--- config.mk ---
export PLATFORM = sky130hd
export DESIGN_NAME = tcb_dec
export DESIGN_NICKNAME = d
export VERILOG_FILES = /design/src/hw/tcb_pkg.sv /design/src/hw/tcb_dec.sv
export SDC_FILE = /design/constraint.sdc
export NUM_CORES = 1
export LEC_CHECK = 0
export BUFFER_PORTS_ARGS = -buffer_cell sky130_fd_sc_hd__buf_2
export CORE_AREA = 4 4 41 43
export CTS_BUF_LIST = sky130_fd_sc_hd__clkbuf_8
export DETAILED_ROUTE_END_ITERATION = 16
export DIE_AREA = 0 0 45 47
export PLACE_DENSITY = 0.76
export SETUP_SLACK_MARGIN = 0.2
export SLEW_MARGIN = 15
export SYNTH_ARGS = -nofsm -noshare
export SYNTH_HDL_FRONTEND = slang
export SYNTH_SLANG_ARGS = --single-unit
--- constraint.sdc ---
create_clock -name bus -period 2.6 [get_ports bus]
set_clock_uncertainty 0.2 [all_clocks]
set_input_delay 0.39 -clock bus [delete_from_list [all_inputs] [get_ports bus]]
set_output_delay 0.39 -clock bus [all_outputs]
set_load 0.01 [all_outputs]
--- src/hw/tcb_pkg.sv ---
////////////////////////////////////////////////////////////////////////////
// TCB memory subsystem shared definitions
// - bus sizes and address map of the memory subordinates
// - wait state count and counter width
// - opcode and subordinate state enums
// - request and response structs
////////////////////////////////////////////////////////////////////////////

package tcb_pkg;

  //////////////////////////////////////////////////////////////////////////
  // bus sizes
  //////////////////////////////////////////////////////////////////////////

  // word address and data
  localparam int adr_width = 12;
  localparam int dat_width = 32;
  // one enable per byte lane
  localparam int ben_width = dat_width / 8;

  //////////////////////////////////////////////////////////////////////////
  // address map
  //////////////////////////////////////////////////////////////////////////

  // number of memory subordinates and their depth in words
  localparam int num_sub       = 4;
  localparam int sub_words     = 256;
  // low address bits index a word inside one subordinate
  localparam int sub_adr_width = $clog2(sub_words);
  // upper address bits name the block
  localparam int blk_width     = adr_width - sub_adr_width;
  // index of a mapped subordinate
  localparam int idx_width     = $clog2(num_sub);
  // one extra bit so the unmapped code fits
  localparam int sel_width     = idx_width + 1;
  localparam logic [sel_width-1:0] sel_none = sel_width'(num_sub);

  // wait states before a subordinate raises ready
  localparam int wait_cyc  = 2;
  localparam int cnt_width = $clog2(wait_cyc + 1);

  //////////////////////////////////////////////////////////////////////////
  // types
  //////////////////////////////////////////////////////////////////////////

  typedef enum logic {
    op_read  = 1'b0,
    op_write = 1'b1
  } tcb_op_e;

  // subordinate handshake FSM
  typedef enum logic [1:0] {
    st_idle,
    st_wait,
    st_ready
  } sub_state_e;

  typedef struct packed {
    tcb_op_e                op;
    logic [adr_width-1:0]   adr;
    logic [ben_width-1:0]   ben;
    logic [dat_width-1:0]   wdt;
  } tcb_req_t;

  typedef struct packed {
    logic [dat_width-1:0]   rdt;
    logic                   err;
  } tcb_rsp_t;

endpackage

--- src/hw/tcb_dec.sv ---
////////////////////////////////////////////////////////////////////////////
// TCB address decoder
// - steers the request valid to one memory subordinate
// - forwards that subordinate's ready, answers unmapped blocks itself
// - one-deep register of the transfer target for the response side
////////////////////////////////////////////////////////////////////////////

`timescale 1ns/1ns

module tcb_dec (
  input  logic                              bus,
  input  logic                              rst_n,
  // manager side
  input  logic                              vld,
  input  tcb_pkg::tcb_req_t                 req,
  output logic                              rdy,
  // subordinate side
  output logic [tcb_pkg::num_sub-1:0]       sub_vld,
  input  logic [tcb_pkg::num_sub-1:0]       sub_rdy,
  // to the response collector
  output logic [tcb_pkg::sel_width-1:0]     sel_q,
  output logic                              trn_q
);

  // block number from the upper address bits
  logic [tcb_pkg::blk_width-1:0] blk;
  logic [tcb_pkg::idx_width-1:0] idx;
  logic                          mapped;
  logic [tcb_pkg::sel_width-1:0] sel;
  logic                          trn;

  ////////////////////////////////////////////////////////////////////////////
  // decode
  ////////////////////////////////////////////////////////////////////////////

  assign blk    = req.adr[tcb_pkg::adr_width-1:tcb_pkg::sub_adr_width];
  assign idx    = blk[tcb_pkg::idx_width-1:0];
  // blocks at or above num_sub have no memory behind them
  assign mapped = (blk < tcb_pkg::blk_width'(tcb_pkg::num_sub));
  assign sel    = mapped ? {1'b0, idx} : tcb_pkg::sel_none;

  // valid goes only to the addressed subordinate
  always_comb begin
    for (int i = 0; i < tcb_pkg::num_sub; i++) begin
      sub_vld[i] = vld && mapped && (idx == tcb_pkg::idx_width'(i));
    end
  end

  // unmapped requests complete with zero wait states
  assign rdy = mapped ? sub_rdy[idx] : vld;

  // handshake completes in this cycle
  assign trn = vld && rdy;

  ////////////////////////////////////////////////////////////////////////////
  // transfer target pipeline
  ////////////////////////////////////////////////////////////////////////////

  // sel_q names whose response appears next cycle
  always_ff @(posedge bus or negedge rst_n) begin
    if (!rst_n) begin
      trn_q <= 1'b0;
      sel_q <= tcb_pkg::sel_none;
    end else begin
      trn_q <= trn;
      // hold the last target between transfers
      if (trn) begin
        sel_q <= sel;
      end
    end
  end

endmodule

# After elaboration in Yosys (flattened, before gate mapping)
# Index checks and enable logic that the tools add are counted.
dict set report totals {
  n_memories 0
  elab_cells 18
  romBits 0
  latch_bits 0
  ram_bits 0
  reg_bits 4
  in_bits 56
}
dict set report classes {
  n_eq_ne 3
  n_bitwise 0
  reduce_logical 7
  shift 0
  n_lt_le_gt_ge 2
  n_div 0
  n_mux 4
  n_mul 0
  n_addsub 0
}
# op n
set op_table {}
lappend op_table {{$logic_and A1 B1 Y1} 6}
lappend op_table {{$eq A2 B2 Y1 const B} 2}
lappend op_table {{$lt A4 B3 Y1 const B} 1}
lappend op_table {{$lt A2 B3 Y1 const B} 1}
lappend op_table {{$mux W3} 1}
lappend op_table {{$bmux W1 S2} 1}
lappend op_table {{$eq A2 B1 Y1 const B} 1}
lappend op_table {{$logic_not A2 Y1} 1}
lappend op_table {{$mux W1} 2}

# Longest topological paths before layout
dict set report logic_depth {
  word_depth 4
  depth_mapped 4
  ltp_nobuf 3
}

# Least setup slack after synthesis
# Ideal clock, no wire load.
dict set report synth_timing {
  path_kind {input port to output port}
  from {input req[47] in the netlist's numbering}
  to {output rdy}
  path_buffers 1
  arrival_time_ns 1.107
  required_time_ns 2.010
  setup_slack_ns 0.903
  cell_stages 3
  path_cell_list {or2_2 > clkbuf_1 > o21ai_0}
}
dict set report synth_between {
  elab_chain_len 2
}
# item line
set synth_lines {}
lappend synth_lines {{start: declaration} tcb_dec.sv:15} ;# input tcb_pkg::tcb_req_t req,
lappend synth_lines {{$lt A4 B3 Y1} tcb_dec.sv:39} ;# assign mapped = (blk < tcb_pkg::blk_width'(tcb_pkg::num_sub));
lappend synth_lines {{$mux W1} tcb_dec.sv:50} ;# assign rdy = mapped ? sub_rdy[idx] : vld;
lappend synth_lines {{end: declaration} tcb_dec.sv:16} ;# output logic rdy,
# Every way passes these cells.

# Worst setup path after layout
dict set report layout_timing {
  from {input req[45] in the netlist's numbering}
  to {output rdy}
}
dict set report layout_between {
  elab_chain_len 3
}
# item line
set layout_lines {}
lappend layout_lines {{branches (longest 2 deep; another with $lt A4 B3 Y1)} n/a}
lappend layout_lines {{$mux W1 (*)} tcb_dec.sv:50}
# Every way passes the cells marked *. The select of a mux whose other input is x is not followed.

==> summary.txt <==
Route
  – Remaining DRCs: 0
  – Vias: roughly 310
  – Wire per inst: 11.72 µm
  – DR pass1 iterations: 2
  – Initial DRC count: 1
  – Via/cell ratio: between 4 and 5
  – Routed WL: 797 µm
  – Post-route ant nets: 0

Clock tree
  – Hold_buf cts: 1
  – CTS Buf Count: 3
  – H-tree level count: 1
  – CTS tree: done
  – Clock Latency Late Sink: between 0.2 and 0.25 ns
  – Post-CTS sizing: 0
  – Post-CTS Setup Inserts: 0
  – Clk root buf: clkbuf_8
  – Clock Sink Count: 4
  – Max clock buf depth: 2
  – CTS clk-pin slew, worst paths: 0.03 ns

Global route
  – Vias in the first global route: 291
  – GRT overflow: 0
  – Initial antenna violation count: 0
  – Overall Global Routing Usage: ~8.7%
  – Pin count of the biggest net entering global routing: 9
  – First-pass GRT wire length: 1214 µm

Timing
  – Number of max-slew violations in the final report: 0
  – RSZ-0062 raised after global routing: false
  – Number of hold violations in the final report: 0
  – Fin Setup TNS: 0 ns
  – Period minus WS final: 1.955 ns
  – Worst Tran Pin Value: 0.2313 ns
  – Hold WS: 0.3070 ns
  – Fin crit share: around 75%
  – Slew margin rel.: 84.14%
  – Final setup fails: 0
  – Highest Clock Rate: ~510 MHz

Setup path
  – Crit Path Max Fanout: 6
  – WP data required: 2.01 ns
  – CP Capture Type: output port
  – Max incr delay on CP: approximately 0.36 ns
  – Crit path kind: primary input to output port
  – Most used cell, CP: buf_2
  – Worst path slowest cell: mux2_2
  – Setup crit start kind: primary input
  – CP bufs+invs: 2
  – Worst R2R Start: sel_q[0]$_DFFE_PN0P_
  – Cell family with most CP delay: multiplexers
  – Beginning of the critical path: req[45]
  – Critical Path AT: about 1.4 ns
  – Crit path cell chain: buf_2, mux2_2, mux2i_1, o21ai_0, buf_2

Logic synthesis
  – Mapped Cells: 31
  – Synth Warn #: 0
  – Top FF cell, synth: dfrtp_1
  – Library cells used by synthesis: 20
  – Post-synthesis sequential area ratio: 36.16%
  – Mapped Area: 280.3 µm²
  – Syn Nets: 87
  – EDFF count, synth: 0
  – Syn_area_per_cell: 9.041 µm²
  – #FFs+latches synth: 4
  – Fraction of registers with async set/reset: 100.0%

Final layout
  – N_diodes: 0
  – Area grow syn2layout: 57.59%
  – Fin nets: 110
  – Fin area: ~440 µm²
  – Share of cells above drive strength 1: 52.83%

Floorplanning
  – Core area: 1301 µm²
  – Starting Density: between 20% and 30%
  – Die Y: 47 µm
  – # IOs: 65
  – Num rows: 13
  – Die ar.: 2115 µm²
  – Die X-Extent: 45 µm

Place
  – IO buf count: 19
  – RD Place Congestion: 0.7500
  – Placed wire-length estimate: 623.8 µm
  – Placed cell area: 386.6 µm²

Hold path
  – HP Start: vld
  – Worst hold path class: primary input to register

Power and ir drop
  – Worst vdd ir: 0.3450 mV
  – Power Density: 584.4 nW/µm²
  – Leak Pwr: ~0.00023 µW

Run status
  – Status: complete, no violations

Run
  – Max Cap Violations: 0
stage by stage:
step | std cells | power [µW] | setup WS [ns] | utilization [%]
after floorplan | 31 | 99.40 | 0.9029 | -
after global placement | 63 | 119.2 | 0.6627 | 29.71
after detailed placement | 63 | 120.5 | 0.6478 | 29.71
after CTS | 68 | 263.5 | 0.6506 | 33.94
after global routing | 68 | 273.0 | 0.5479 | 33.94
final | 68 | 258.1 | 0.6449 | 33.94
metal layers:
| layer | vias up | wire (µm) | GRT usage, % | part of all wire [%] |
|---|---|---|---|---|
| met5 | - | 0 | 0 | 0 |
| met4 | 0 | 19 | 7.018 | 2.4 |
| met3 | 2 | 67 | 5.747 | 8.4 |
| met2 | 14 | 345 | 10.45 | 43 |
| met1 | 133 | 365 | 10.57 | 46 |
| li1 | 156 | - | - | - |
layout make-up:
type | count | area, µm²
clock buffers | 3 | 41.29
fillers | 141 | 859.6
well taps | 15 | 18.77
flip-flops and latches | 4 | 101.3
repair buffers | 20 | 105.1
inverters | 3 | 11.26
clock inverters | 1 | 3.754
multi-input cells | 22 | 160.2
cells in the final DEF (no fill, tap or decap), types with 2 or more instances in the layout:
| master | netlist | layout |
|---|---|---|
| buf_2 | 0 | 19 |
| inv_1 | 3 | 4 |
| nor2_1 | 3 | 3 |
| nand2_1 | 3 | 3 |
| clkbuf_8 | 0 | 3 |
| dfrtp_1 | 3 | 3 |
| mux2_2 | 2 | 2 |
| nor3_1 | 2 | 2 |
cells by family (layout without fill, tap and decap cells):
family / count (synthesis) / in the layout / synth area share (%)
mux: 4 / 4 / 19.64
buf+inv: 5 / 27 / 6.697
simple gates: 11 / 11 / 17.86
flops: 4 / 4 / 36.16
compound gates: 7 / 7 / 19.64
where the power goes:
group | internal, µW | switching [µW]
registers | 69.1 | 3.31
logic | 23.9 | 24.4
clock network | 101 | 36.4
total | 194 | 64.1
Yosys cell counts (all sizes together) (2+ instances only):
| library cell | count | share of area [%] |
|---|---|---|
| inv | 3 | 4.0 |
| clkbuf | 2 | 2.7 |
| nand2 | 3 | 4.0 |
| nor3 | 2 | 3.6 |
| dfrtp | 3 | 27 |
| nor2 | 3 | 4.0 |
| mux2 | 2 | 8.0 |
final timing paths:
check                                  endpoint  slack (ns)  cells past startpoint
setup / recovery                            rdy        0.64                      5
min in group asynchronous  sel_q[0]$_DFFE_PN0P_        0.32                      2
setup reg to reg           sel_q[0]$_DFFE_PN0P_        1.51                      3
hold / removal             sel_q[2]$_DFFE_PN1P_        0.31                      2
max in group asynchronous  sel_q[2]$_DFFE_PN1P_        1.68                      2
hold reg to reg            sel_q[1]$_DFFE_PN0P_        0.32                      2
state kept, by name (all words and copies together), names as in the netlist:
signal,flops
trn_q,1
sel_q,3
(Power assumes the default switching activity.)
