## src/hw/tcb_pkg.sv

```systemverilog
////////////////////////////////////////////////////////////////////////////
// TCB memory subsystem shared definitions
// - bus sizes and address map of the memory subordinates
// - wait state count and counter width
// - opcode and subordinate state enums
// - request and response structs
////////////////////////////////////////////////////////////////////////////

package tcb_pkg;

  //////////////////////////////////////////////////////////////////////////
  // bus sizes
  //////////////////////////////////////////////////////////////////////////

  // word address and data
  localparam int adr_width = 12;
  localparam int dat_width = 32;
  // one enable per byte lane
  localparam int ben_width = dat_width / 8;

  //////////////////////////////////////////////////////////////////////////
  // address map
  //////////////////////////////////////////////////////////////////////////

  // number of memory subordinates and their depth in words
  localparam int num_sub       = 4;
  localparam int sub_words     = 256;
  // low address bits index a word inside one subordinate
  localparam int sub_adr_width = $clog2(sub_words);
  // upper address bits name the block
  localparam int blk_width     = adr_width - sub_adr_width;
  // index of a mapped subordinate
  localparam int idx_width     = $clog2(num_sub);
  // one extra bit so the unmapped code fits
  localparam int sel_width     = idx_width + 1;
  localparam logic [sel_width-1:0] sel_none = sel_width'(num_sub);

  // wait states before a subordinate raises ready
  localparam int wait_cyc  = 2;
  localparam int cnt_width = $clog2(wait_cyc + 1);

  //////////////////////////////////////////////////////////////////////////
  // types
  //////////////////////////////////////////////////////////////////////////

  typedef enum logic {
    op_read  = 1'b0,
    op_write = 1'b1
  } tcb_op_e;

  // subordinate handshake FSM
  typedef enum logic [1:0] {
    st_idle,
    st_wait,
    st_ready
  } sub_state_e;

  typedef struct packed {
    tcb_op_e                op;
    logic [adr_width-1:0]   adr;
    logic [ben_width-1:0]   ben;
    logic [dat_width-1:0]   wdt;
  } tcb_req_t;

  typedef struct packed {
    logic [dat_width-1:0]   rdt;
    logic                   err;
  } tcb_rsp_t;

endpackage

```

## src/hw/tcb_rsp_mux.sv

```systemverilog
////////////////////////////////////////////////////////////////////////////
// TCB response collector
// - picks the response of the subordinate named by the decoder
// - error response for unmapped transfers
// - holds the last response between pulses
////////////////////////////////////////////////////////////////////////////

`timescale 1ns/1ns

module tcb_rsp_mux (
  input  logic                            bus,
  input  logic                            rst_n,
  // transfer target from the decoder
  input  logic [tcb_pkg::sel_width-1:0]   sel_q,
  input  logic                            trn_q,
  // subordinate responses
  input  logic [tcb_pkg::num_sub-1:0]     sub_rsp_vld,
  input  tcb_pkg::tcb_rsp_t               sub_rsp [tcb_pkg::num_sub],
  // manager side
  output logic                            rsp_vld,
  output tcb_pkg::tcb_rsp_t               rsp
);

  logic [tcb_pkg::idx_width-1:0] idx;
  logic                          mapped;
  logic                          sel_vld;
  tcb_pkg::tcb_rsp_t             sel_rsp;
  // last response seen on the port
  tcb_pkg::tcb_rsp_t             rsp_q;

  assign idx    = sel_q[tcb_pkg::idx_width-1:0];
  assign mapped = (sel_q != tcb_pkg::sel_none);

  ////////////////////////////////////////////////////////////////////////////
  // source select
  ////////////////////////////////////////////////////////////////////////////

  always_comb begin
    if (mapped) begin
      sel_vld = sub_rsp_vld[idx];
      sel_rsp = sub_rsp[idx];
    end else begin
      // decoder answered this one, timed by its transfer strobe
      sel_vld     = trn_q;
      sel_rsp.rdt = '0;
      sel_rsp.err = 1'b1;
    end
  end

  ////////////////////////////////////////////////////////////////////////////
  // output
  ////////////////////////////////////////////////////////////////////////////

  // capture on every pulse
  always_ff @(posedge bus or negedge rst_n) begin
    if (!rst_n) begin
      rsp_q <= '0;
    end else if (sel_vld) begin
      rsp_q <= sel_rsp;
    end
  end

  // valid in the same cycle as the source
  assign rsp_vld = sel_vld;
  // live value on the pulse, held value otherwise
  assign rsp     = sel_vld ? sel_rsp : rsp_q;

endmodule

```

## config.mk

```make
export PLATFORM = sky130hd
export DESIGN_NAME = tcb_rsp_mux
export DESIGN_NICKNAME = d
export VERILOG_FILES = /design/src/hw/tcb_pkg.sv /design/src/hw/tcb_rsp_mux.sv
export SDC_FILE = /design/constraint.sdc
export NUM_CORES = 1
export LEC_CHECK = 0
export BUFFER_PORTS_ARGS = -buffer_cell sky130_fd_sc_hd__buf_2
export CAP_MARGIN = 25
export CORE_ASPECT_RATIO = 1.1
export CORE_MARGIN = 1
export CORE_UTILIZATION = 40
export DETAILED_ROUTE_END_ITERATION = 8
export MAX_ROUTING_LAYER = met4
export PLACE_DENSITY = 0.77
export REMOVE_ABC_BUFFERS = 1
export SLEW_MARGIN = 30
export SYNTH_ARGS = -nofsm -noshare
export SYNTH_HDL_FRONTEND = slang
export SYNTH_SLANG_ARGS = --single-unit
```

## constraint.sdc

```tcl
create_clock -name bus -period 1.5 [get_ports bus]
set_clock_uncertainty 0.2 [all_clocks]
set_input_delay 0 -clock bus [delete_from_list [all_inputs] [get_ports bus]]
set_output_delay 0 -clock bus [all_outputs]
set_load 0.02 [all_outputs]
```

# Word level (Yosys, flattened, before mapping)
# Cells that the tools add are included.
# W data, S select, Z words.
# totals
inputBits	142
out_inout_bits	34
register_bits	33
elab_cells	14
# classes
eq_ne	1
muxes	8
order_cmp	2
bitwise	1
# ops
operator	n
$mux W33	4
$bmux W33 S2	1
$ge A3 B3 Y1 const B	1
$lt A2 B3 Y1 const B	1
$ne A3 B3 Y1 const B	1
$not A2 Y3	1
$bmux W1 S2	1
$mux W1	2

# Longest topological paths before layout
# Gate-level depths: netlist (run 1).
# depth
depth_word	6
ltp_mapped	6

# Worst setup path before layout (run 1)
# OpenSTA, ideal clock, no wires.
# synth_path
path_type	input port to flip-flop
start	input port sel_q[1] in the netlist's numbering
end	register rsp_q[29] in the netlist's numbering
required_ps	1114
setup_ps	186
path_stages	4
arrival_time_ps	1247
path_buffers	1
slack_ps	-133
path_cell_list	buf_6 > mux2_4 > o22a_4 > o21ai_0
# synth_lines
element	line	rtl
start, declared	tcb_rsp_mux.sv:14	input logic [tcb_pkg::sel_width-1:0] sel_q,
end signal, assigned	tcb_rsp_mux.sv:59	rsp_q <= sel_rsp;
end, declared	tcb_rsp_mux.sv:29	tcb_pkg::tcb_rsp_t rsp_q;

==> results_tabular.tex, run 1 <==
\begin{tabular}{lr}
\hline
Metric & Value \\
\hline
\multicolumn{2}{l}{\textbf{Status}} \\
\quad Result of the run & finished with violations \\
\quad Violations in the final reports & negative hold slack, negative setup slack \\
\multicolumn{2}{l}{\textbf{Timing}} \\
\quad RSZ-0062 raised after global routing & yes \\
\quad Minimum hold slack & -0.02563 ns \\
\quad Minimum setup slack in the final design & -0.0005380 ns \\
\quad FMAX & 666.4 MHz \\
\quad Min Tclk post-route & 1.501 ns \\
\quad Slew Viols, Final & 0 \\
\quad Final hold vios & 16 \\
\quad Max transition margin & 74.50\% \\
\quad Final setup violation count & 1 \\
\quad Worst slew pin tran & 0.3825 ns \\
\quad Ratio of final minimum period to clock period & 100.0\% \\
\multicolumn{2}{l}{\textbf{Logic synthesis}} \\
\quad Average size of a mapped cell & 12.50 um2 \\
\quad Cell accounting for the most synthesized area & sky130\_fd\_sc\_hd\_\_dfrtp\_1 \\
\quad Sequential element share of the synthesized area & 33.03\% \\
\quad Number of warnings issued by yosys & 0 \\
\quad Yosys top cell area share & 33.03\% \\
\quad Largest cells by area after synthesis & sky130\_fd\_sc\_hd\_\_dfrtp\_1, sky130\_fd\_sc\_hd\_\_mux4\_2, sky130\_fd\_sc\_hd\_\_o221ai\_1 \\
\quad Complex-gate fraction of the synthesized area & 23.37\% \\
\quad Number of distinct library cells after synthesis & 19 \\
\quad Mux cell area share after synthesis & 30.78\% \\
\quad Share of synthesized cell area in full adder, half adder and majority cells & 0\% \\
\quad Area share of and/or/nand/nor cells after synthesis & 6.406\% \\
\quad Flip-flop and latch count after synthesis & 33 \\
\quad Post-synthesis instance total & 200 \\
\quad Area of the mapped netlist & 2500 um2 \\
\quad Fraction of synthesized cell area in xor and xnor cells & 0\% \\
\quad Main combinational cell family by area after synthesis & multiplexers \\
\multicolumn{2}{l}{\textbf{Clocking}} \\
\quad H-tree depth reported by CTS & 2 \\
\quad CTS clk-pin slew, worst paths & 0.06 ns \\
\quad Buffer levels on the longest clock path & 2 \\
\quad Number of buffers inserted during clock tree synthesis & 5 \\
\quad Sink count of the clock tree & 33 \\
\quad TritonCTS clock tree & yes \\
\quad Root Buffer & sky130\_fd\_sc\_hd\_\_clkbuf\_8 \\
\quad Insertion delay of the later-clocked pin in the worst-skew pair & 0.28 ns \\
\multicolumn{2}{l}{\textbf{Placed design}} \\
\quad Inst Count DP & 453 \\
\quad Buffers on Ports & 175 \\
\quad Area of placed instances & 3608 um2 \\
\quad Final weighted congestion in routability-driven placement & 0.7893 \\
\quad Sum of net half-perimeters after detailed placement & 6126 um \\
\multicolumn{2}{l}{\textbf{Global routing}} \\
\quad First-pass GRT wire length & 12,720 um \\
\quad Total Routing Usage GR & 25.35\% \\
\quad Number of antenna violations at the first check in global routing & 0 \\
\quad Via count of the first global-routing pass & 2,806 \\
\quad Overflow left after global routing & 0 \\
\quad Pin count of the biggest net entering global routing & 33 \\
\multicolumn{2}{l}{\textbf{Layout}} \\
\quad Area Overhead vs Synth & 73.47\% \\
\quad Final instance area & 4337 um2 \\
\quad Register with the highest flop count & rsp\_q \\
\quad Share of cells above drive strength 1 & 81.55\% \\
\quad Final layout net count & 542 \\
\quad Post-route insts no fill & 478 \\
\quad Largest registers & rsp\_q x33 \\
\quad Most common cell after layout, fill and taps aside & sky130\_fd\_sc\_hd\_\_buf\_2 \\
\quad Highest-count cells in the layout ignoring fill and taps & sky130\_fd\_sc\_hd\_\_buf\_2, sky130\_fd\_sc\_hd\_\_buf\_4, sky130\_fd\_sc\_hd\_\_mux4\_2, sky130\_fd\_sc\_hd\_\_dfrtp\_1, sky130\_fd\_sc\_hd\_\_buf\_6 \\
\quad Antenna diodes & 0 \\
\quad Max FFs per register & 33 \\
\multicolumn{2}{l}{\textbf{Run}} \\
\quad Maxcap violations & 0 \\
\multicolumn{2}{l}{\textbf{Worst setup path}} \\
\quad Data arrival time of the critical path & 1.30 ns \\
\quad Highest fanout seen on the critical path & 8 \\
\quad Top delay family on crit path & buffers and inverters \\
\quad Total buffers and inverters traversed by the critical path & 5 \\
\quad Capturing element type of the critical path & output pin \\
\quad Critical-path cell list & buf\_4, buf\_4, nor3b\_4, buf\_4, buf\_4, o221ai\_1, o21ai\_2, buf\_6 \\
\quad Slowest-stage cell, CP & sky130\_fd\_sc\_hd\_\_nor3b\_4 \\
\quad Critical Path Most Common Cell & sky130\_fd\_sc\_hd\_\_buf\_4 \\
\quad Maximum cell stage delay along the critical path & 0.24 ns \\
\quad Type of element launching the critical path & input port \\
\quad Crit Path Class & input port to output pin \\
\quad Internal reg-to-reg setup slack & 0.38 ns \\
\quad Data required time of the worst path & 1.30 ns \\
\multicolumn{2}{l}{\textbf{Routing}} \\
\quad Routed WL & 8862 um \\
\quad Length of the first detailed-routing pass in iterations & 4 \\
\quad Violation count after the first detailed-route iteration & 105 \\
\quad Number of vias in the routed layout & 2,756 \\
\quad Vias per std cell & 5.766 \\
\quad Remaining design rule violation count & 0 \\
\quad Wire per inst & 18.54 um \\
\quad Number of routed nets with antenna violations & 0 \\
\multicolumn{2}{l}{\textbf{Worst hold path}} \\
\quad Path category of the worst min-delay check & input port to asynchronous set/reset pin \\
\multicolumn{2}{l}{\textbf{Power and ir drop}} \\
\quad Total power draw & 3507 uW \\
\quad Total leakage power & 0.001970 uW \\
\quad Max VDD drop & 0.4702 mV \\
\quad P per Cell Area & 808.8 nW/um2 \\
\multicolumn{2}{l}{\textbf{Die}} \\
\quad Total die area & 6570 um2 \\
\quad Number of placed I/O pins & 176 \\
\quad Die W & 77.38 um \\
\quad Number of placement rows & 29 \\
\quad Die Y & 84.92 um \\
\quad Effective utilization at floorplan & 42.27\% \\
\quad Area of the placeable core & 5914 um2 \\
\hline
\end{tabular}
==> power breakdown <==
group / internal, uW / switching [uW] / total [uW] / leakage [uW]
clock network: 330 / 319 / 648 / 0.0000395
registers: 1040 / 54.7 / 1090 / 0.000403
logic: 889 / 876 / 1770 / 0.00153
total: 2260 / 1250 / 3510 / 0.00197
==> cells by family (layout without fill, tap and decap cells) <==
logic type | count (synthesis) | count (layout)
AOI/OAI and AO/OA | 67 | 67
and+or+nand+nor | 36 | 36
muxes | 35 | 35
DFF | 33 | 33
buffers and inverters | 29 | 230
==> area by class of cell <==
cell class                 count  area, um2
timing repair buffer         221       1525
clock buffer                   8      80.08
sequential                    33      825.8
fill                         427       1578
inverter                       1      3.754
multi-input combinational    138       1805
tap                           77      96.34
==> cell usage after synthesis (all sizes together) <==
cell type / count
a21o: 1
nand2: 33
mux2: 2
o21ai: 32
o221ai: 32
mux4: 33
buf: 13
clkbuf: 15
dfrtp: 33
o22a: 1
nand4bb: 1
nor3b: 1
o22ai: 1
clkinv: 1
nand2b: 1
==> stage by stage <==
step                setup TNS, ns  setup WS [ns]  hold WS [ns]  util (%)
finish                 -0.0005380     -0.0005380      -0.02563     73.32
detailed placement       -0.03586       -0.02286       -0.2612     61.01
floorplan                  -18.73        -0.6156       -0.4956         -
global route              -0.8518       -0.04142      0.005556     73.32
CTS                      -0.01266       -0.01266      -0.01839     62.66
global placement                0        0.01217       -0.2584     61.01
==> what timing repair did <==
item,in CTS,in global routing
pin swaps,0,11
endpoints found under the setup margin,3,33
endpoints found under the hold margin,33,0
hold buffers,1,0
buffers inserted,1,11
gates cloned,0,4
resized for setup,0,117
==> per-layer routing <==
metal  track usage, %  up-vias  part of all wire, %
met5                -        -                    0
met3            3.763       19                  5.2
met1            28.27     1369                   38
li1                 -     1226                    -
met4            9.262        0                  1.6
met2            45.70      142                   55
==> final timing paths <==
| check | startpoint | end | depth (start not counted) |
|---|---|---|---|
| setup / recovery | sel_q[1] | rsp[3] | 8 |
| hold / removal | rst_n | rsp_q[6] | 2 |
| setup reg to reg | rsp_q[0] | rsp_q[0] | 2 |
| hold reg to reg | rsp_q[7] | rsp_q[7] | 2 |
| max in group asynchronous | rst_n | rsp_q[31] | 3 |
| min in group bus | sub_rsp[0] | rsp_q[0] | 3 |
No activity file was read; power rests on OpenSTA's default activity.
==> run 2, diff against run 1 <==
PLACE_DENSITY = 0.78   (was 0.77)
==> run 2 against run 1 <==
  * The flow finishes with violations (negative hold slack)
  * Non-clock buffer count is 9 lower
  * Clock power rose by 16%
  * Clock-buffer cell count fell by 1
  * Routed wire length decreased by 3.7%
  * Highest routed layer unchanged
==> results_tabular.tex, run 2 (same netlist as run 1, synthesis figures left out) <==
\begin{tabular}{lr}
\hline
Metric & Value \\
\hline
\multicolumn{2}{l}{\textbf{Layout}} \\
\quad Post-route insts no fill & 472 \\
\quad Largest registers & rsp\_q x33 \\
\quad Register with the highest flop count & rsp\_q \\
\quad Filler Cell Count & 474 \\
\quad Sequential cell area & 825.8 um2 \\
\quad Total area of multi-input combinational cells & 1702 um2 \\
\quad Highest-count cells in the layout ignoring fill and taps & sky130\_fd\_sc\_hd\_\_buf\_2, sky130\_fd\_sc\_hd\_\_buf\_4, sky130\_fd\_sc\_hd\_\_nand2\_1, sky130\_fd\_sc\_hd\_\_mux4\_2, sky130\_fd\_sc\_hd\_\_dfrtp\_1 \\
\quad Area Overhead vs Synth & 65.97\% \\
\quad Final layout net count & 534 \\
\quad Share of cells above drive strength 1 & 76.08\% \\
\quad Most common cell after layout, fill and taps aside & sky130\_fd\_sc\_hd\_\_buf\_2 \\
\quad Max FFs per register & 33 \\
\multicolumn{2}{l}{\textbf{Global routing}} \\
\quad First-pass GRT wire length & 13,320 um \\
\quad Number of antenna violations at the first check in global routing & 2 \\
\quad Pin count of the biggest net entering global routing & 34 \\
\quad Total Routing Usage GR & 26.82\% \\
\quad Via count of the first global-routing pass & 2,786 \\
\quad Overflow left after global routing & 0 \\
\multicolumn{2}{l}{\textbf{Timing}} \\
\quad RSZ-0062 raised after global routing & yes \\
\quad FMAX & 673.3 MHz \\
\quad Final setup violation count & 0 \\
\quad Min Tclk post-route & 1.485 ns \\
\quad Minimum hold slack & -0.01476 ns \\
\quad Slew Viols, Final & 0 \\
\quad Max transition margin & 69.81\% \\
\quad Ratio of final minimum period to clock period & 99.01\% \\
\quad Final hold vios & 1 \\
\quad Worst slew pin tran & 0.4529 ns \\
\multicolumn{2}{l}{\textbf{Die}} \\
\quad Number of placement rows & 29 \\
\quad Die Y & 84.92 um \\
\quad Effective utilization at floorplan & 42.27\% \\
\quad Die W & 77.38 um \\
\quad Area of the placeable core & 5914 um2 \\
\quad Total die area & 6570 um2 \\
\quad Number of placed I/O pins & 176 \\
\multicolumn{2}{l}{\textbf{Worst setup path}} \\
\quad Capture instance of the worst register-to-register path & rsp\_q[0] \\
\quad Critical Path Start & sel\_q[1] \\
\quad Internal reg-to-reg setup slack & 0.43 ns \\
\quad Cell depth of the worst flop-to-flop path & 2 \\
\quad Capturing element type of the critical path & output pin \\
\quad Highest fanout seen on the critical path & 21 \\
\quad Data required time of the worst path & 1.30 ns \\
\quad Data arrival time of the critical path & 1.29 ns \\
\quad Crit Path Class & input port to output pin \\
\quad Crit path to & rsp[3] \\
\quad Type of element launching the critical path & input port \\
\quad Reg-to-Reg Start & rsp\_q[0] \\
\multicolumn{2}{l}{\textbf{Placed design}} \\
\quad Sum of net half-perimeters after detailed placement & 6245 um \\
\quad Inst Count DP & 453 \\
\quad Final weighted congestion in routability-driven placement & 0.7774 \\
\quad Buffers on Ports & 175 \\
\multicolumn{2}{l}{\textbf{Routing}} \\
\quad Number of vias in the routed layout & 2,695 \\
\quad Remaining design rule violation count & 0 \\
\quad Wire per inst & 18.08 um \\
\quad Vias per std cell & 5.710 \\
\quad Number of routed nets with antenna violations & 0 \\
\quad Routed WL & 8535 um \\
\quad Length of the first detailed-routing pass in iterations & 4 \\
\quad Violation count after the first detailed-route iteration & 101 \\
\multicolumn{2}{l}{\textbf{Run}} \\
\quad Maxcap violations & 0 \\
\multicolumn{2}{l}{\textbf{Clocking}} \\
\quad Number of buffers added to fix hold violations after cts & 1 \\
\quad Insertion delay of the later-clocked pin in the worst-skew pair & 0.28 ns \\
\quad Number of buffers inserted during clock tree synthesis & 5 \\
\quad TritonCTS clock tree & yes \\
\quad CTS clk-pin slew, worst paths & 0.07 ns \\
\quad H-tree depth reported by CTS & 2 \\
\quad Sink count of the clock tree & 33 \\
\quad Root Buffer & sky130\_fd\_sc\_hd\_\_clkbuf\_8 \\
\quad Buffer levels on the longest clock path & 2 \\
\multicolumn{2}{l}{\textbf{Status}} \\
\quad Violations in the final reports & negative hold slack \\
\quad Result of the run & finished with violations \\
\multicolumn{2}{l}{\textbf{Power and ir drop}} \\
\quad P per Cell Area & 835.5 nW/um2 \\
\quad Total leakage power & 0.001914 uW \\
\quad Max VDD drop & 0.4615 mV \\
\multicolumn{2}{l}{\textbf{Worst hold path}} \\
\quad Hold path startpoint & sub\_rsp[33] \\
\quad Path category of the worst min-delay check & input port to flip-flop \\
\hline
\end{tabular}
## run 2: power by group
group	leakage, uW	total, uW	switching (uW)	internal (uW)
clock network	0.0000543	749	334	415
logic	0.00146	1640	826	810
registers	0.000403	1080	43.8	1040
total	0.00191	3470	1200	2260
## run 2: how the worst min path moves through the flow
stage | end | slack [ns] | depth (start not counted)
CTS | rsp_q[0] | -0.02 | 3
floorplan | rsp_q[0] | -0.50 | 0
global route | rsp_q[0] | 0.0002 | 3
detailed placement | rsp_q[10] | -0.13 | 2
finish | rsp_q[0] | -0.01 | 3
global placement | rsp_q[10] | -0.15 | 2
## run 2: critical path, stage by stage
cell and delay (ns):
sky130_fd_sc_hd__buf_4 0.13, sky130_fd_sc_hd__mux2_4 0.34, sky130_fd_sc_hd__buf_4 0.24, sky130_fd_sc_hd__o221ai_1 0.31, sky130_fd_sc_hd__o21ai_4 0.10, sky130_fd_sc_hd__buf_6 0.14
## run 2: routing by layer
metal	share of wire, %	vias to the layer above	GRT usage (%)
met1	39	1343	31.02
met3	6.0	12	5.161
met5	0	-	-
met2	54	130	46.66
met4	1.4	0	8.748
li1	-	1210	-
## run 2: what timing repair did
action	CTS	global route
setup buffers	4	1
endpoints found under the hold margin	34	1
pin swaps	3	4
resized for setup	37	45
gates cloned	1	2
endpoints found under the setup margin	25	32
## run 2: area by class of cell
cell class / instances / area share, %
well taps: 77 / 2.322
flip-flops and latches: 33 / 19.90
diodes: 2 / 0.1206
inverters: 1 / 0.1809
clock inverters: 1 / 0.1206
repair buffers: 212 / 34.02
clock buffers: 7 / 2.322
multi-input cells: 139 / 41.01
## run 2: stage by stage
step	utilization [%]	instance area [um2]	power, uW	worst slack, ns	TNS, ns
global route	70.15	4149	3644	-0.02624	-0.06535
global placement	60.67	3588	2390	-0.05537	-0.2793
CTS	65.58	3879	3322	-0.009409	-0.01070
floorplan	-	2344	1827	-0.6156	-18.73
finish	70.15	4149	3467	0.01485	0
detailed placement	60.67	3588	2427	-0.08521	-0.5034
==> run 3, diff against run 2 <==
clock period = 1.8 ns   (was 1.5 ns; I/O delays follow)
==> run 3 against run 2 <==
  * The run now ends clean
  * Routed wire length is 11% lower
  * Setup slack improved by 0.057 ns
  * Total power shrank 25%
  * Critical path depth is 1 lower
  * Worst hold slack better by 0.046 ns
  * Die area did not move
  * Global-route usage decreased by 2.4 points
  * Combinational power down 35%
  * Clock-buffer cell count is the same
  * Flip-flop and latch count did not move
  * Via count shrank 5.5%
  * Sequential share of layout area increased by 2.8 points
  * Largest power group unchanged
==> results_tabular.tex, run 3 (same netlist as run 1, synthesis figures left out) <==
\begin{tabular}{lr}
\hline
Metric & Value \\
\hline
\multicolumn{2}{l}{\textbf{Routing}} \\
\quad Number of routed nets with antenna violations & 0 \\
\quad Highest routed layer & met4 \\
\quad Vias per std cell & 5.588 \\
\quad Met3 layer wire length in the routed design & 620 um \\
\quad Wire per inst & 16.69 um \\
\quad Remaining design rule violation count & 0 \\
\quad Metal2 WL & 4033 um \\
\quad Length of the first detailed-routing pass in iterations & 4 \\
\quad Post-Route M1 WL & 2877 um \\
\quad Routed WL & 7609 um \\
\quad Violation count after the first detailed-route iteration & 98 \\
\quad Number of vias in the routed layout & 2,548 \\
\multicolumn{2}{l}{\textbf{Global routing}} \\
\quad First-pass GRT wire length & 12,050 um \\
\quad Pin count of the biggest net entering global routing & 35 \\
\quad Number of antenna violations at the first check in global routing & 2 \\
\quad Overflow left after global routing & 0 \\
\quad Via count of the first global-routing pass & 2,583 \\
\quad Total Routing Usage GR & 24.41\% \\
\multicolumn{2}{l}{\textbf{Power and ir drop}} \\
\quad Total power draw & 2600 uW \\
\quad P per Cell Area & 713.9 nW/um2 \\
\quad Total leakage power & 0.001746 uW \\
\quad Max VDD drop & 0.3567 mV \\
\multicolumn{2}{l}{\textbf{Layout}} \\
\quad Final layout net count & 518 \\
\quad Area Overhead vs Synth & 45.70\% \\
\quad Filler Cell Count & 528 \\
\quad Highest-count cells in the layout ignoring fill and taps & sky130\_fd\_sc\_hd\_\_buf\_2, sky130\_fd\_sc\_hd\_\_nand2\_1, sky130\_fd\_sc\_hd\_\_mux4\_2, sky130\_fd\_sc\_hd\_\_dfrtp\_1, sky130\_fd\_sc\_hd\_\_o221ai\_1 \\
\quad Share of cells above drive strength 1 & 71.09\% \\
\quad Most common cell after layout, fill and taps aside & sky130\_fd\_sc\_hd\_\_buf\_2 \\
\quad Largest registers & rsp\_q x33 \\
\quad Max FFs per register & 33 \\
\quad Register with the highest flop count & rsp\_q \\
\quad Layout Utilization & 61.58\% \\
\multicolumn{2}{l}{\textbf{Worst setup path}} \\
\quad Cell depth of the worst flop-to-flop path & 2 \\
\quad Data arrival time of the critical path & 1.53 ns \\
\quad Total buffers and inverters traversed by the critical path & 3 \\
\quad Critical Path Start & sub\_rsp[0] \\
\quad Critical-path cell list & dlygate4sd3\_1, buf\_2, mux4\_2, mux2\_2, buf\_2 \\
\quad Capture instance of the worst register-to-register path & rsp\_q[0] \\
\quad Highest fanout seen on the critical path & 2 \\
\quad Capturing element type of the critical path & output pin \\
\quad Reg-to-Reg Start & rsp\_q[0] \\
\quad Critical Path Most Common Cell & sky130\_fd\_sc\_hd\_\_buf\_2 \\
\quad Slowest-stage cell, CP & sky130\_fd\_sc\_hd\_\_dlygate4sd3\_1 \\
\quad Number of stages on the worst setup path & 5 \\
\quad Top delay family on crit path & buffers and inverters \\
\quad Type of element launching the critical path & input port \\
\quad Maximum cell stage delay along the critical path & 0.53 ns \\
\quad Crit Path Class & input port to output pin \\
\quad Internal reg-to-reg setup slack & 0.72 ns \\
\quad Data required time of the worst path & 1.60 ns \\
\multicolumn{2}{l}{\textbf{Timing}} \\
\quad Slew Viols, Final & 0 \\
\quad Max transition margin & 47.52\% \\
\quad Minimum setup slack in the final design & 0.07151 ns \\
\quad Ratio of final minimum period to clock period & 96.03\% \\
\quad Min Tclk post-route & 1.728 ns \\
\quad Minimum hold slack & 0.03115 ns \\
\quad RSZ-0062 raised after global routing & no \\
\quad Final hold vios & 0 \\
\quad FMAX & 578.5 MHz \\
\quad Worst slew pin tran & 0.7872 ns \\
\quad Final setup violation count & 0 \\
\quad Final total negative setup slack & 0 ns \\
\multicolumn{2}{l}{\textbf{Run}} \\
\quad Maxcap violations & 0 \\
\multicolumn{2}{l}{\textbf{Status}} \\
\quad Result of the run & complete, no violations \\
\multicolumn{2}{l}{\textbf{Placed design}} \\
\quad Buffers on Ports & 175 \\
\quad Pre-CTS setup slack & 0.1474 ns \\
\quad Final weighted congestion in routability-driven placement & 0.7450 \\
\quad Sum of net half-perimeters after detailed placement & 5926 um \\
\multicolumn{2}{l}{\textbf{Die}} \\
\quad Effective utilization at floorplan & 42.27\% \\
\quad Number of placement rows & 29 \\
\quad Die W & 77.38 um \\
\quad Total die area & 6570 um2 \\
\quad Number of placed I/O pins & 176 \\
\quad Area of the placeable core & 5914 um2 \\
\quad Die Y & 84.92 um \\
\multicolumn{2}{l}{\textbf{Clocking}} \\
\quad CTS clk-pin slew, worst paths & 0.07 ns \\
\quad Root Buffer & sky130\_fd\_sc\_hd\_\_clkbuf\_8 \\
\quad Buffer levels on the longest clock path & 2 \\
\quad Insertion delay of the later-clocked pin in the worst-skew pair & 0.28 ns \\
\quad Sink count of the clock tree & 33 \\
\quad Number of buffers inserted during clock tree synthesis & 5 \\
\quad Buffers inserted by post-CTS timing repair & 0 \\
\quad H-tree depth reported by CTS & 2 \\
\quad TritonCTS clock tree & yes \\
\multicolumn{2}{l}{\textbf{Worst hold path}} \\
\quad Path category of the worst min-delay check & input port to flip-flop \\
\quad Worst Hold Path Cells & 4 \\
\quad Worst-case hold path end point & rsp\_q[6] \\
\quad Hold path startpoint & sub\_rsp[6] \\
\hline
\end{tabular}
==> run 3: cell types whose count changed in the layout (fill, tap and decap cells not counted), sizes merged <==
cell | previous run | this run
buf | 210 | 192
dlygate4sd3 | 1 | 5
clkbuf | 8 | 7
clkinv | 1 | 2
clkinvlp | 1 | 0
o22a | 2 | 1
==> run 3: worst max path at each step <==
stage                            to  slack (ns)
after floorplan           rsp_q[29]       -0.32
after CTS                    rsp[0]        0.06
after detailed placement    rsp[32]        0.15
after global routing         rsp[0]        0.02
after global placement      rsp[32]        0.19
final                        rsp[0]        0.07
==> run 3: report_power, final <==
group	internal [uW]	total (uW)	switching, uW
clock network	346	625	279
registers	865	901	36.0
logic	485	1070	589
==> run 3: cell type report <==
type                       count  area, um2  share of cell area (%)
antenna                        2      5.005                  0.1374
clock buffer                   7      96.34                   2.645
clock inverter                 1      5.005                  0.1374
inverter                       1      3.754                  0.1031
multi-input combinational    138       1519                   41.70
sequential                    33      825.8                   22.67
tap                           77      96.34                   2.645
timing repair buffer         197       1091                   29.96
==> run 3: metrics by stage <==
step	area, um2	instances
floorplan	2344	172
global route	3642	456
detailed placement	3486	441
CTS	3637	454
finish	3642	456
global placement	3486	441
==> run 3: worst register-to-register path, delay by kind of cell, from the launching register on <==
family	cells	cell delay [ns]
DFF	1	0.35
muxes	1	0.29
and+or+nand+nor	1	0.13
==> run 3: layer usage <==
layer | up-vias | track usage, %
met5 | - | -
met4 | 0 | 8.062
met3 | 7 | 5.161
met2 | 146 | 42.64
met1 | 1216 | 27.75
li1 | 1179 | -
==> run 3: repair_timing <==
item,CTS,global route
resized for setup,0,0
endpoints found under the setup margin,0,0
hold buffers,5,0
endpoints found under the hold margin,34,0
